File: config.mk
export PLATFORM = sky130hd
export DESIGN_NAME = instDecoder
export DESIGN_NICKNAME = d
export VERILOG_FILES = /design/src/cpuPkg.sv /design/src/instDecoder.sv
export SDC_FILE = /design/constraint.sdc
export NUM_CORES = 1
export LEC_CHECK = 0
export ABC_AREA = 1
export BUFFER_PORTS_ARGS = -buffer_cell sky130_fd_sc_hd__clkbuf_2
export CAP_MARGIN = 10
export CORE_AREA = 2 2 56 58
export DETAILED_ROUTE_END_ITERATION = 12
export DIE_AREA = 0 0 58 60
export PLACE_DENSITY = 0.82
export SYNTH_ARGS = -nofsm -noshare
export SYNTH_HDL_FRONTEND = slang
export SYNTH_SLANG_ARGS = --single-unit
File: constraint.sdc
create_clock -name vclk -period 1.2
set_input_delay 0.12 -clock vclk [all_inputs]
set_output_delay 0.12 -clock vclk [all_outputs]
set_load 0.02 [all_outputs]
File: src/cpuPkg.sv
`default_nettype none

package cpuPkg;

	localparam int XLEN = 32;
	localparam int NUM_REGS = 32;

	typedef logic [XLEN-1:0] wordT;
	typedef logic [$clog2(NUM_REGS)-1:0] regAddrT;

	localparam wordT PC_STEP = 32'd4;
	localparam wordT RESET_PC = 32'h0000_0000;

	// major opcodes, bits [6:0]
	localparam logic [6:0] OP_REG = 7'b0110011;
	localparam logic [6:0] OP_IMM = 7'b0010011;
	localparam logic [6:0] OP_LOAD = 7'b0000011;
	localparam logic [6:0] OP_STORE = 7'b0100011;
	localparam logic [6:0] OP_BRANCH = 7'b1100011;
	localparam logic [6:0] OP_LUI = 7'b0110111;
	localparam logic [6:0] OP_AUIPC = 7'b0010111;
	localparam logic [6:0] OP_JAL = 7'b1101111;
	localparam logic [6:0] OP_JALR = 7'b1100111;

	// compares give 1 when the matching branch is taken
	typedef enum logic [4:0] {
		ADD = 5'b00000,
		SUB = 5'b00001,
		SLT = 5'b01000,
		SLTU = 5'b01001,
		SNE = 5'b01010,
		SEQ = 5'b01011,
		SGE = 5'b01100,
		SGEU = 5'b01101,
		SLL = 5'b10000,
		SRL = 5'b10001,
		SRA = 5'b10010,
		AND = 5'b10100,
		OR = 5'b10101,
		XOR = 5'b10110,
		BYPASS = 5'b11000,
		LINK = 5'b11001
	} aluOpT;

	typedef enum logic [2:0] {
		S_RESET = 3'b000,
		S_FETCH = 3'b001,
		S_INST_WAIT = 3'b010,
		S_DECODE = 3'b011,
		S_EXECUTE = 3'b100,
		S_MEM = 3'b101,
		S_READ_WAIT = 3'b110,
		S_WRITEBACK = 3'b111
	} seqStateT;

endpackage

`default_nettype wire
File: src/instDecoder.sv
`default_nettype none

module instDecoder
	import cpuPkg::*;
(
	input  wordT    instWord,
	output regAddrT rs1,
	output regAddrT rs2,
	output regAddrT rd,
	output aluOpT   aluOp,
	output wordT    imm,
	output logic    branch,
	output logic    jal,
	output logic    jalr,
	output logic    isLoad,
	output logic    isStore,
	output logic    srcAPc,
	output logic    srcBImm,
	output logic    regWrite
);

	logic [6:0] opcode;
	logic [2:0] funct3;
	logic [6:0] funct7;
	wordT rImm;
	wordT iImm;
	wordT sImm;
	wordT bImm;
	wordT uImm;
	wordT jImm;
	logic isShift;

	function automatic aluOpT arithOp(input logic [2:0] f3, input logic alt);
		case (f3)
			3'b000: arithOp = alt ? SUB : ADD;
			3'b001: arithOp = SLL;
			3'b010: arithOp = SLT;
			3'b011: arithOp = SLTU;
			3'b100: arithOp = XOR;
			3'b101: arithOp = alt ? SRA : SRL;
			3'b110: arithOp = OR;
			default: arithOp = AND;
		endcase
	endfunction

	assign opcode = instWord[6:0];
	assign funct3 = instWord[14:12];
	assign funct7 = instWord[31:25];
	assign rs1 = instWord[19:15];
	assign rs2 = instWord[24:20];
	assign rd = instWord[11:7];
	assign isShift = (funct3 == 3'b001) || (funct3 == 3'b101);

	// shamt is the R format immediate
	assign rImm = {27'b0, instWord[24:20]};
	assign iImm = {{21{instWord[31]}}, instWord[30:20]};
	assign sImm = {{21{instWord[31]}}, instWord[30:25], instWord[11:7]};
	assign bImm = {{20{instWord[31]}}, instWord[7], instWord[30:25], instWord[11:8], 1'b0};
	assign uImm = {instWord[31:12], 12'b0};
	assign jImm = {{12{instWord[31]}}, instWord[19:12], instWord[20], instWord[30:21], 1'b0};

	always_comb begin
		aluOp = ADD;
		imm = '0;
		branch = 1'b0;
		jal = 1'b0;
		jalr = 1'b0;
		isLoad = 1'b0;
		isStore = 1'b0;
		srcAPc = 1'b0;
		srcBImm = 1'b0;
		regWrite = 1'b0;
		case (opcode)
			OP_REG: begin
				aluOp = arithOp(funct3, funct7[5]);
				imm = rImm;
				regWrite = (funct7 == 7'b0000000)
					|| (funct7 == 7'b0100000 && (funct3 == 3'b000 || funct3 == 3'b101));
			end
			OP_IMM: begin
				// funct7 only qualifies the shifts
				aluOp = arithOp(funct3, (funct3 == 3'b101) && funct7[5]);
				imm = isShift ? rImm : iImm;
				srcBImm = 1'b1;
				regWrite = !isShift || funct7 == 7'b0000000
					|| (funct3 == 3'b101 && funct7 == 7'b0100000);
			end
			OP_LOAD: begin
				imm = iImm;
				srcBImm = 1'b1;
				isLoad = (funct3 == 3'b010);
				regWrite = (funct3 == 3'b010);
			end
			OP_STORE: begin
				imm = sImm;
				srcBImm = 1'b1;
				isStore = (funct3 == 3'b010);
			end
			OP_BRANCH: begin
				imm = bImm;
				branch = (funct3 != 3'b010) && (funct3 != 3'b011);
				case (funct3)
					3'b000: aluOp = SEQ;
					3'b001: aluOp = SNE;
					3'b100: aluOp = SLT;
					3'b101: aluOp = SGE;
					3'b110: aluOp = SLTU;
					default: aluOp = SGEU;
				endcase
			end
			OP_LUI: begin
				aluOp = BYPASS;
				imm = uImm;
				srcBImm = 1'b1;
				regWrite = 1'b1;
			end
			OP_AUIPC: begin
				imm = uImm;
				srcAPc = 1'b1;
				srcBImm = 1'b1;
				regWrite = 1'b1;
			end
			OP_JAL: begin
				aluOp = LINK;
				imm = jImm;
				jal = 1'b1;
				srcAPc = 1'b1;
				regWrite = 1'b1;
			end
			OP_JALR: begin
				aluOp = LINK;
				imm = iImm;
				jalr = (funct3 == 3'b000);
				srcAPc = 1'b1;
				regWrite = (funct3 == 3'b000);
			end
			default: begin
				// unknown opcode, behaves as a nop
				imm = '0;
			end
		endcase
	end

endmodule

`default_nettype wire

==> results.txt, run 1 <==
----------------------------------------------------
[Placed design]
  RePlAce Congestion ... 0.889
  DP Cell Count ... 346
  Number of port buffers ... 92
  Estimated wirelength of the detail-placed design ... 3.38 mm

[STA]
  Worst-path end type ... output port
  Worst-slack endpoint at the end of global-route timing repair ... imm[3]

[Synthesis]
  Share of the yosys chip area belonging to registers ... 0%
  Number of cells produced by synthesis ... 203
  Synth area leader ... sky130_fd_sc_hd__nand2_1
  Net count of the mapped netlist ... 235
  Area share of the largest cell type after synthesis ... 19.0%
  Synth top area cells ... sky130_fd_sc_hd__nand2_1 (19%), sky130_fd_sc_hd__nand3_2 (15%), sky130_fd_sc_hd__nand3_1 (12%)
  Commonest cells in the synthesized netlist ... sky130_fd_sc_hd__nand2_1 (58), sky130_fd_sc_hd__nand3_1 (27), sky130_fd_sc_hd__inv_1 (18)
  Mean area per synthesized cell ... 5.63 um^2
  Mapped Area ... 0.00114 mm^2
  Synth Warn # ... 0
  Number of library cell types mapped by synthesis ... 23
  Most repeated cell in the gate-level netlist after synthesis ... sky130_fd_sc_hd__nand2_1

[Outcome]
  Run status ... stopped before the end
  Log Error ... [ERROR DPL-0033] detailed placement checks failed during check placement.
  Stage reached ... global routing (5_1_grt)

[Die]
  Floorplan die width ... 58 um
  Vertical die dimension ... 60 um
  Initial core utilization ... 39.4%
  Std cell rows ... 20
  Top-level I/O count ... 92

[Global route]
  Maximum number of pins on one net before global-route repair ... 13
  Initial antenna violation count ... 0

----------------------------------------------------
cells by family after synthesis:
group,count (synthesis),synth area share (%)
AND/OR/NAND/NOR,142,70.1
buffers and inverters,43,21.1
AO/OA/AOI/OAI,18,8.75
per-stage QoR:
step | setup slack [ps] | setup TNS [ps] | utilization, % | hold slack (ps) | cell area (um^2)
after floorplan | -60.0 | -360 | - | 353 | 1150
after global placement | -230 | -7090 | 61.8 | 471 | 1790
after detailed placement | -253 | -7850 | 61.8 | 473 | 1790
after CTS | -176 | -5540 | 82.7 | 474 | 2400
what timing repair did:
action / 4_1_cts
resized for setup: 129
hold buffers: 0
pin swaps: 17
setup endpoints to repair: 42
buffers inserted: 7
==> run 2: changes to the inputs <==
- CORE_AREA: 2 2 56 58 -> 2 2 63 65
- DIE_AREA: 0 0 58 60 -> 0 0 65 67
- PLACE_DENSITY: 0.82 -> not set
- PLACE_DENSITY_LB_ADDON: not set -> 0.15
==> run 2 against run 1 <==
  * Synthesized cell count unchanged
  * Area after synthesis unchanged
  * The flow now finishes, with violations (setup timing)
==> results.txt, run 2 <==
----------------------------------------------------
[Outcome]
  Run status ... complete, but fails checks (was stopped before the end)
  Failing checks ... setup timing

[Pwr]
  Share of power burned in registers ... 0%
  Comb pwr share ... 100.0%
  Pwr per Cell Area ... 221 mW/mm^2
  Total leakage power ... 1.63 nW
  Worst-case vdd ir drop ... 0.106 mV
  Internal power summed over all cells ... 0.000283 W
  Switching Share ... 54.4%
  Clock share of power ... 0%
  Net switching power ... 0.000338 W

[Synthesis]
  Share of the yosys chip area belonging to registers ... 0% (unchanged)
  Synth Warn # ... 0 (unchanged)
  Net count of the mapped netlist ... 235 (unchanged)
  Number of library cell types mapped by synthesis ... 23 (unchanged)
  Area share of the largest cell type after synthesis ... 19.0% (unchanged)
  Number of cells produced by synthesis ... 203 (unchanged)
  Synth top area cells ... sky130_fd_sc_hd__nand2_1 (19%), sky130_fd_sc_hd__nand3_2 (15%), sky130_fd_sc_hd__nand3_1 (12%) (unchanged)
  Mapped Area ... 0.00114 mm^2 (unchanged)
  Mean area per synthesized cell ... 5.63 um^2 (unchanged)
  Most repeated cell in the gate-level netlist after synthesis ... sky130_fd_sc_hd__nand2_1 (unchanged)
  Synth area leader ... sky130_fd_sc_hd__nand2_1 (unchanged)
  Commonest cells in the synthesized netlist ... sky130_fd_sc_hd__nand2_1 (58), sky130_fd_sc_hd__nand3_1 (27), sky130_fd_sc_hd__inv_1 (18) (unchanged)

[Global route]
  Initial antenna violation count ... 0
  Maximum number of pins on one net before global-route repair ... 13
  First-pass GRT wire length ... 7.32 mm
  Grt total ovfl ... 0
  Number of global-route vias before repair ... 1669
  Overall track demand over capacity in global routing ... 20.6%

[STA]
  Worst-case hold slack ... 470 ps
  Final critical delay including setup and external delays ... 1410 ps
  Final Hold Vio Count ... 0
  Setup-violating endpoint count in the final report ... 41
  Final Max Slew Viols ... 0
  RSZ-0062 raised after global routing ... true
  Max Clock Freq ... 712 MHz
  Crit share post-route ... 117%
  Relative slew slack ... 80.0%
  Transition at the pin with the smallest max-transition slack ... 299 ps
  Post-layout worst setup margin ... -205 ps

[Drt]
  Wirelength per Cell ... 14.3 um
  Antenna-violating nets left ... 0
  Residual DRC count ... 0
  Via/cell ratio ... 4.90
  Vias post-DR ... 1833
  1st-iter DRT viols ... 79
  Final wirelength ... 5.36 mm
  First drt pass iteration count ... 4

[Worst setup path]
  Setup CP Type ... input pin to output pin
  Startpoint types ... input pin
  Required time of the critical path ... 1080 ps
  Peak fanout along the critical path ... 5
  Kind of end point of the critical path ... output pin
  Endpoint arrival time on the critical path ... 1290 ps

[Die]
  Die area ... 0.00436 mm^2
  Floorplan die width ... 65 um (was 58 um)
  Vertical die dimension ... 67 um (was 60 um)
  Top-level I/O count ... 92 (unchanged)
  Std cell rows ... 22 (was 20)
  Initial core utilization ... 31.7% (was 39.4%)
  Core region area ... 0.00361 mm^2

[Final layout]
  Post-layout instance area ... 0.00281 mm^2
  Clk_buf instances ... 0
  Number of nets in the finished design ... 360
  Post-synthesis to final-layout area growth ... 145%
  Combined flip-flop and latch cell area ... 0 um^2
  Commonest non-fill, non-tap cells in the layout ... sky130_fd_sc_hd__nand2_1 (42), sky130_fd_sc_hd__clkbuf_2 (42), sky130_fd_sc_hd__buf_4 (37)
  Final sequential cell count ... 0
  Final antenna diode count ... 0
  Utilization of the core after routing ... 77.8%
  Share of cells above drive strength 1 ... 69.6%

[Min path]
  Cell depth of the worst min-delay path ... 2
  Worst hold path class ... input pin to output pin

[Run]
  Max-capacitance violation count ... 0

[Placed design]
  Number of port buffers ... 92 (unchanged)
  RePlAce Congestion ... 0.869 (was 0.889)
  Instance area after placement ... 0.00188 mm^2 (was 0.00179 mm^2)
  Estimated wirelength of the detail-placed design ... 3.45 mm (was 3.38 mm)

[Clock network]
  Total of hold buffers inserted after clock tree synthesis ... 0 (unchanged)

----------------------------------------------------
run 2: cell counts after synthesis:
Identical to the previous run, type by type.
run 2: worst paths after layout:
kind / start / to / slack (ps)
worst max-delay path: instWord[3] / imm[4] / -210
worst min-delay path: instWord[11] / rd[4] / 470
run 2: logic make-up (layout without fill, tap and decap cells):
logic type      count (synthesis)  count (layout)  share of synthesized area [%]
compound gates                 18              18                           8.75
buf+inv                        43             165                           21.1
simple gates                  142             143                           70.1
run 2: repair_timing:
action,CTS,global route
setup endpoints to repair,42,45
cloned,0,2
gates resized for setup,142,81
pin swaps,14,26
setup buffers,3,3
run 2: per-layer routing:
layer / vias up / share of wire, % / global-route usage [%]
li1: 912 / - / -
met1: 846 / 41 / 27.0
met2: 71 / 54 / 39.2
met3: 4 / 5.0 / 0.676
met4: 0 / 0.45 / 0.266
met5: - / 0 / 0
run 2: power by group through the flow:
stage | Clock (W) | Sequential, W | Combinational, W
floorplan | 0 | 0 | 0.000237
global placement | 0 | 0 | 0.000431
detailed placement | 0 | 0 | 0.000432
CTS | 0 | 0 | 0.000546
global route | 0 | 0 | 0.000657
finish | 0 | 0 | 0.000621
run 2: cell type report:
cell class	instances	area (um^2)
Timing Repair Buffer	142	1370
Inverter	23	119
Tap cell	48	60.1
Multi-Input combinational cell	161	1260
Fill cell	270	801
run 2: stage by stage:
step	setup TNS (ps)	setup WS [ps]	std cells	total power [W]
after detailed placement	-7840	-275	367	0.000432
after global placement	-7630	-263	367	0.000431
final	-6490	-205	374	0.000621
after CTS	-5590	-180	369	0.000546
after global routing	-8480	-287	374	0.000657
after floorplan	-360	-60.0	203	0.000237
run 2: critical path: stages:
cell and delay, ps:
sky130_fd_sc_hd__clkbuf_16 130, sky130_fd_sc_hd__clkinv_8 40, sky130_fd_sc_hd__nand2_4 40, sky130_fd_sc_hd__nor2_4 190, sky130_fd_sc_hd__nand2_2 150, sky130_fd_sc_hd__buf_6 140, sky130_fd_sc_hd__nand4_1 150, sky130_fd_sc_hd__nand2_1 90
sky130_fd_sc_hd__nand2_1 80, sky130_fd_sc_hd__clkbuf_8 140
Note: power is estimated with default switching activity, not from simulation.
==> run 3: changes to the inputs <==
- RECOVER_POWER: not set -> 100
==> run 3 against run 2 <==
  * Design area fell by 0.80%
  * Via count decreased by 1.2%
  * Clock-buffer cell count is the same
  * The run still ends with setup timing left
  * Die area is the same
==> results.txt, run 3 (synthesized netlist as in run 2, its figures left out) <==
----------------------------------------------------
[Drt]
  Final wirelength ... 5.39 mm (was 5.36 mm)
  1st-iter DRT viols ... 74 (was 79)
  Antenna-violating nets left ... 0 (unchanged)
  Via/cell ratio ... 4.84 (was 4.90)
  Wirelength per Cell ... 14.4 um (was 14.3 um)
  Vias post-DR ... 1811 (was 1833)
  First drt pass iteration count ... 5 (was 4)
  Residual DRC count ... 0 (unchanged)

[Worst setup path]
  Kind of end point of the critical path ... output pin (unchanged)
  Peak fanout along the critical path ... 5 (unchanged)
  Setup CP Type ... input pin to output pin (unchanged)
  Endpoint arrival time on the critical path ... 1290 ps (about the same)
  Required time of the critical path ... 1080 ps (about the same)
  Startpoint types ... input pin (unchanged)

[Global route]
  First-pass GRT wire length ... 7.32 mm (unchanged)
  Grt total ovfl ... 0 (unchanged)
  Initial antenna violation count ... 0 (unchanged)
  Maximum number of pins on one net before global-route repair ... 13 (unchanged)
  Overall track demand over capacity in global routing ... 20.6% (unchanged)
  Number of global-route vias before repair ... 1669 (unchanged)

[Placed design]
  Estimated wirelength of the detail-placed design ... 3.45 mm (unchanged)
  Instance area after placement ... 0.00188 mm^2 (unchanged)
  Number of port buffers ... 92 (unchanged)
  RePlAce Congestion ... 0.869 (unchanged)
  Pre-CTS WS ... -275 ps (unchanged)

[Min path]
  Worst hold path class ... input pin to output pin (unchanged)

[Final layout]
  Clk_buf instances ... 0 (unchanged)
  Post-layout instance area ... 0.00278 mm^2 (was 0.00281 mm^2)
  Final antenna diode count ... 0 (unchanged)
  Number of nets in the finished design ... 360 (unchanged)
  Utilization of the core after routing ... 77.2% (was 77.8%)
  Final sequential cell count ... 0 (unchanged)
  Count of filler cells inserted in the layout ... 280 (was 270)
  Commonest non-fill, non-tap cells in the layout ... sky130_fd_sc_hd__nand2_1 (42), sky130_fd_sc_hd__buf_4 (36), sky130_fd_sc_hd__clkbuf_2 (27) (was sky130_fd_sc_hd__nand2_1 (42), sky130_fd_sc_hd__clkbuf_2 (42), sky130_fd_sc_hd__buf_4 (37))
  Post-synthesis to final-layout area growth ... 143% (was 145%)
  Combined flip-flop and latch cell area ... 0 um^2 (unchanged)
  Share of cells above drive strength 1 ... 64.7% (was 69.6%)
  Leading cell type in the layout, fill and taps excluded ... sky130_fd_sc_hd__nand2_1

[STA]
  Post-layout worst setup margin ... -208 ps (was -205 ps)
  RSZ-0062 raised after global routing ... true (unchanged)
  Transition at the pin with the smallest max-transition slack ... 299 ps (about the same)
  Setup-violating endpoint count in the final report ... 42 (was 41)
  Max Clock Freq ... 710 MHz (was 712 MHz)
  Final critical delay including setup and external delays ... 1410 ps (about the same)
  Final Hold Vio Count ... 0 (unchanged)
  Relative slew slack ... 80.0% (about the same)
  Final Max Slew Viols ... 0 (unchanged)
  Crit share post-route ... 117% (about the same)
  Worst-case hold slack ... 484 ps (was 470 ps)

[Die]
  Vertical die dimension ... 67 um (unchanged)
  Top-level I/O count ... 92 (unchanged)
  Floorplan die width ... 65 um (unchanged)
  Die area ... 0.00436 mm^2 (unchanged)
  Core region area ... 0.00361 mm^2 (unchanged)
  Initial core utilization ... 31.7% (unchanged)
  Std cell rows ... 22 (unchanged)

[Pwr]
  Worst-case vdd ir drop ... 0.106 mV (about the same)
  Pwr per Cell Area ... 221 mW/mm^2 (about the same)
  Total leakage power ... 1.58 nW (was 1.63 nW)

[Outcome]
  Run status ... complete, but fails checks (unchanged)
  Failing checks ... setup timing (unchanged)

[Run]
  Max-capacitance violation count ... 0 (unchanged)

----------------------------------------------------
run 3: cell types whose count changed in the layout (fill, tap and decap cells not counted):
cell and delta:
sky130_fd_sc_hd__buf_4 -1, sky130_fd_sc_hd__clkbuf_1 +16, sky130_fd_sc_hd__clkbuf_2 -15
run 3: worst max-delay path, cell delays in order:
cell,delay (ps)
sky130_fd_sc_hd__clkbuf_16,130
sky130_fd_sc_hd__clkinv_8,40
sky130_fd_sc_hd__nand2_4,40
sky130_fd_sc_hd__nor2_4,190
sky130_fd_sc_hd__nand2_2,150
sky130_fd_sc_hd__buf_6,140
sky130_fd_sc_hd__nand4_1,150
sky130_fd_sc_hd__nand2_1,90
sky130_fd_sc_hd__nand2_1,80
sky130_fd_sc_hd__clkbuf_8,140
run 3: area by class of cell:
class / instances / area, um^2 / area share [%]
Timing Repair Buffer: 142 / 1340 / 48.3
Multi-Input combinational cell: 161 / 1260 / 45.3
Inverter: 23 / 119 / 4.27
Tap cell: 48 / 60.1 / 2.16
run 3: metal layers:
metal | global-route usage (%) | vias up | routed length, um
li1 | - | 909 | -
met5 | 0 | - | 0
met1 | 27.0 | 839 | 2240
met2 | 39.2 | 63 | 2900
met3 | 0.676 | 0 | 251
met4 | 0.266 | 0 | 0
run 3: timing repair:
action	in CTS	in global routing
endpoints found under the setup margin	42	45
gates resized for setup	142	81
pin swaps	14	26
endpoints found under the hold margin	0	0
cloned	0	2
hold buffers	0	0
setup buffers	3	3
run 3: per-stage QoR:
step / std cells / TNS [ps] / total power, W
2_1_floorplan: 203 / -360 / 0.000237
3_3_place_gp: 367 / -7630 / 0.000431
3_5_place_dp: 367 / -7840 / 0.000432
4_1_cts: 369 / -5590 / 0.000546
5_1_grt: 374 / -8470 / 0.000649
6_report: 374 / -6420 / 0.000614
run 3: power breakdown:
group / total, W / internal, W / switching [W]
clock network: 0 / 0 / 0
registers: 0 / 0 / 0
logic: 0.000614 / 0.000276 / 0.000338
run 3: final timing paths:
| kind | to | slack, ps | depth (start not counted) | start |
|---|---|---|---|---|
| setup / recovery | imm[4] | -210 | 10 | instWord[3] |
| hold / removal | rs1[3] | 480 | 2 | instWord[18] |
==> run 4: changes to the inputs <==
- REMOVE_ABC_BUFFERS: not set -> 1
==> run 4 against run 3 <==
  * The flow still finishes with violations (setup timing)
  * Global-route usage rose by 1.1 points
  * Fmax down 1.5%
  * Clock-buffer cell count unchanged
  * Total power increased by 2.7%
  * Routed wire length increased by 11%
  * Utilization up 4.9 points
  * Flip-flop and latch count is the same
  * Critical path type unchanged
  * Critical endpoint is now imm[28]
  * Largest cell class unchanged
==> results.txt, run 4 (synthesized netlist as in run 2, its figures left out) <==
----------------------------------------------------
[Die]
  Floorplan die width ... 65 um (unchanged)
  Std cell rows ... 22 (unchanged)
  Initial core utilization ... 31.7% (unchanged)
  Core region area ... 0.00361 mm^2 (unchanged)
  Vertical die dimension ... 67 um (unchanged)
  Die area ... 0.00436 mm^2 (unchanged)
  Top-level I/O count ... 92 (unchanged)

[STA]
  Final Max Slew Viols ... 0 (unchanged)
  Relative slew slack ... 80.2% (was 80.0%)
  Sum of negative setup slack ... -7140 ps (was -6420 ps)
  Final critical delay including setup and external delays ... 1430 ps (was 1410 ps)
  Crit share post-route ... 119% (was 117%)
  Post-layout worst setup margin ... -230 ps (was -208 ps)
  RSZ-0062 raised after global routing ... true (unchanged)
  Max Clock Freq ... 699 MHz (was 710 MHz)
  Setup-violating endpoint count in the final report ... 40 (was 42)
  Final Hold Vio Count ... 0 (unchanged)
  Transition at the pin with the smallest max-transition slack ... 297 ps (was 299 ps)

[Final layout]
  Final sequential cell count ... 0 (unchanged)
  Clk_buf instances ... 0 (unchanged)
  Commonest non-fill, non-tap cells in the layout ... sky130_fd_sc_hd__nand2_1 (43), sky130_fd_sc_hd__buf_4 (42), sky130_fd_sc_hd__buf_6 (27), sky130_fd_sc_hd__buf_8 (27), sky130_fd_sc_hd__clkbuf_2 (26) (was sky130_fd_sc_hd__nand2_1 (42), sky130_fd_sc_hd__buf_4 (36), sky130_fd_sc_hd__clkbuf_2 (27))
  Share of cells above drive strength 1 ... 66.2% (was 64.7%)
  Post-synthesis to final-layout area growth ... 159% (was 143%)
  Final antenna diode count ... 0 (unchanged)
  Combined flip-flop and latch cell area ... 0 um^2 (unchanged)
  Leading cell type in the layout, fill and taps excluded ... sky130_fd_sc_hd__nand2_1 (unchanged)
  Count of non-filler cells in the finished layout ... 385 (was 374)
  Number of nets in the finished design ... 371 (was 360)

[Drt]
  Wirelength per Cell ... 15.6 um (was 14.4 um)
  Met3 wire len ... 372 um (was 251 um)
  Length of routed met2 wiring ... 3.26 mm (was 2.90 mm)
  Residual DRC count ... 0 (unchanged)
  Vias post-DR ... 1927 (was 1811)
  First drt pass iteration count ... 4 (was 5)
  Uppermost layer routed ... met4 (was met3)
  Antenna-violating nets left ... 0 (unchanged)
  1st-iter DRT viols ... 42 (was 74)
  Via/cell ratio ... 5.01 (was 4.84)
  Final wirelength ... 6.00 mm (was 5.39 mm)
  Detailed-routing wirelength on met1 ... 2.18 mm (was 2.24 mm)

[Worst setup path]
  Number of buffer and inverter stages on the critical path ... 6 (was 4)
  Kind of end point of the critical path ... output pin (unchanged)
  Peak per-stage delay on the critical path ... 160 ps (was 190 ps)
  Family with the most delay on the worst path ... buffers and inverters (was simple AND/OR/NAND/NOR gates)
  Required time of the critical path ... 1080 ps (about the same)
  Cell chain of the critical path ... buf_8, inv_4, nand2_4, nor2_4, buf_12, buf_6, nand3_4, nand2_4, nor2_8, clkbuf_16, nand3_2, buf_8 (was clkbuf_16, clkinv_8, nand2_4, nor2_4, nand2_2, buf_6, nand4_1, nand2_1, nand2_1, clkbuf_8)
  Endpoint arrival time on the critical path ... 1310 ps (was 1290 ps)
  Setup CP Type ... input pin to output pin (unchanged)
  Peak fanout along the critical path ... 8 (was 5)
  Slowest library cell on the worst path ... sky130_fd_sc_hd__buf_12 (was sky130_fd_sc_hd__nor2_4)
  Startpoint types ... input pin (unchanged)

[Placed design]
  RePlAce Congestion ... 0.807 (was 0.869)
  DP Cell Count ... 365 (was 367)
  Number of port buffers ... 92 (unchanged)
  Estimated wirelength of the detail-placed design ... 3.58 mm (was 3.45 mm)

[Global route]
  Overall track demand over capacity in global routing ... 21.6% (was 20.6%)
  Number of global-route vias before repair ... 1756 (was 1669)
  First-pass GRT wire length ... 7.63 mm (was 7.32 mm)
  Initial antenna violation count ... 0 (unchanged)
  Grt total ovfl ... 0 (unchanged)
  Maximum number of pins on one net before global-route repair ... 13 (unchanged)

[Outcome]
  Failing checks ... setup timing (unchanged)
  Run status ... complete, but fails checks (unchanged)

[Pwr]
  Total leakage power ... 1.69 nW (was 1.58 nW)
  Worst-case vdd ir drop ... 0.124 mV (was 0.106 mV)
  Pwr per Cell Area ... 213 mW/mm^2 (was 221 mW/mm^2)

[Run]
  Max-capacitance violation count ... 0 (unchanged)

[Min path]
  Worst hold path class ... input pin to output pin (unchanged)

----------------------------------------------------
run 4: where the power goes:
group / internal [W] / switching [W]
logic: 0.000284 / 0.000347
registers: 0 / 0
clock network: 0 / 0
total: 0.000284 / 0.000347
run 4: timing repair:
| action | in CTS | in global routing |
|---|---|---|
| setup endpoints to repair | 44 | 45 |
| endpoints found under the hold margin | 0 | 0 |
| setup buffers | 7 | 13 |
| pin swaps | 11 | 19 |
| hold buffers | 0 | 0 |
| gates resized for setup | 129 | 116 |
| gates cloned | 0 | 2 |
run 4: per-stage QoR:
step	power [W]	util [%]	area, um^2	setup WS (ps)	hold slack (ps)
floorplan	0.000157	-	988	-403	240
global placement	0.000420	50.9	1840	-318	472
detailed placement	0.000422	50.9	1840	-347	473
CTS	0.000528	68.3	2460	-201	474
global route	0.000666	82.1	2960	-292	495
finish	0.000631	82.1	2960	-230	485
run 4: area by class of cell:
class | instances | area [um^2]
Inverter | 23 | 109
Multi-Input combinational cell | 161 | 1310
Fill cell | 227 | 646
Timing Repair Buffer | 153 | 1480
Tap cell | 48 | 60.1
run 4: worst paths after layout:
| path | startpoint | to | slack (ps) | cells after the start |
|---|---|---|---|---|
| setup / recovery | instWord[3] | imm[28] | -230 | 12 |
| hold / removal | instWord[15] | rs1[0] | 480 | 2 |
run 4: routing by layer:
layer,vias to the layer above,GRT usage [%]
met3,18,1.01
met2,92,44.7
li1,928,-
met4,0,2.66
met5,-,0
met1,889,24.6
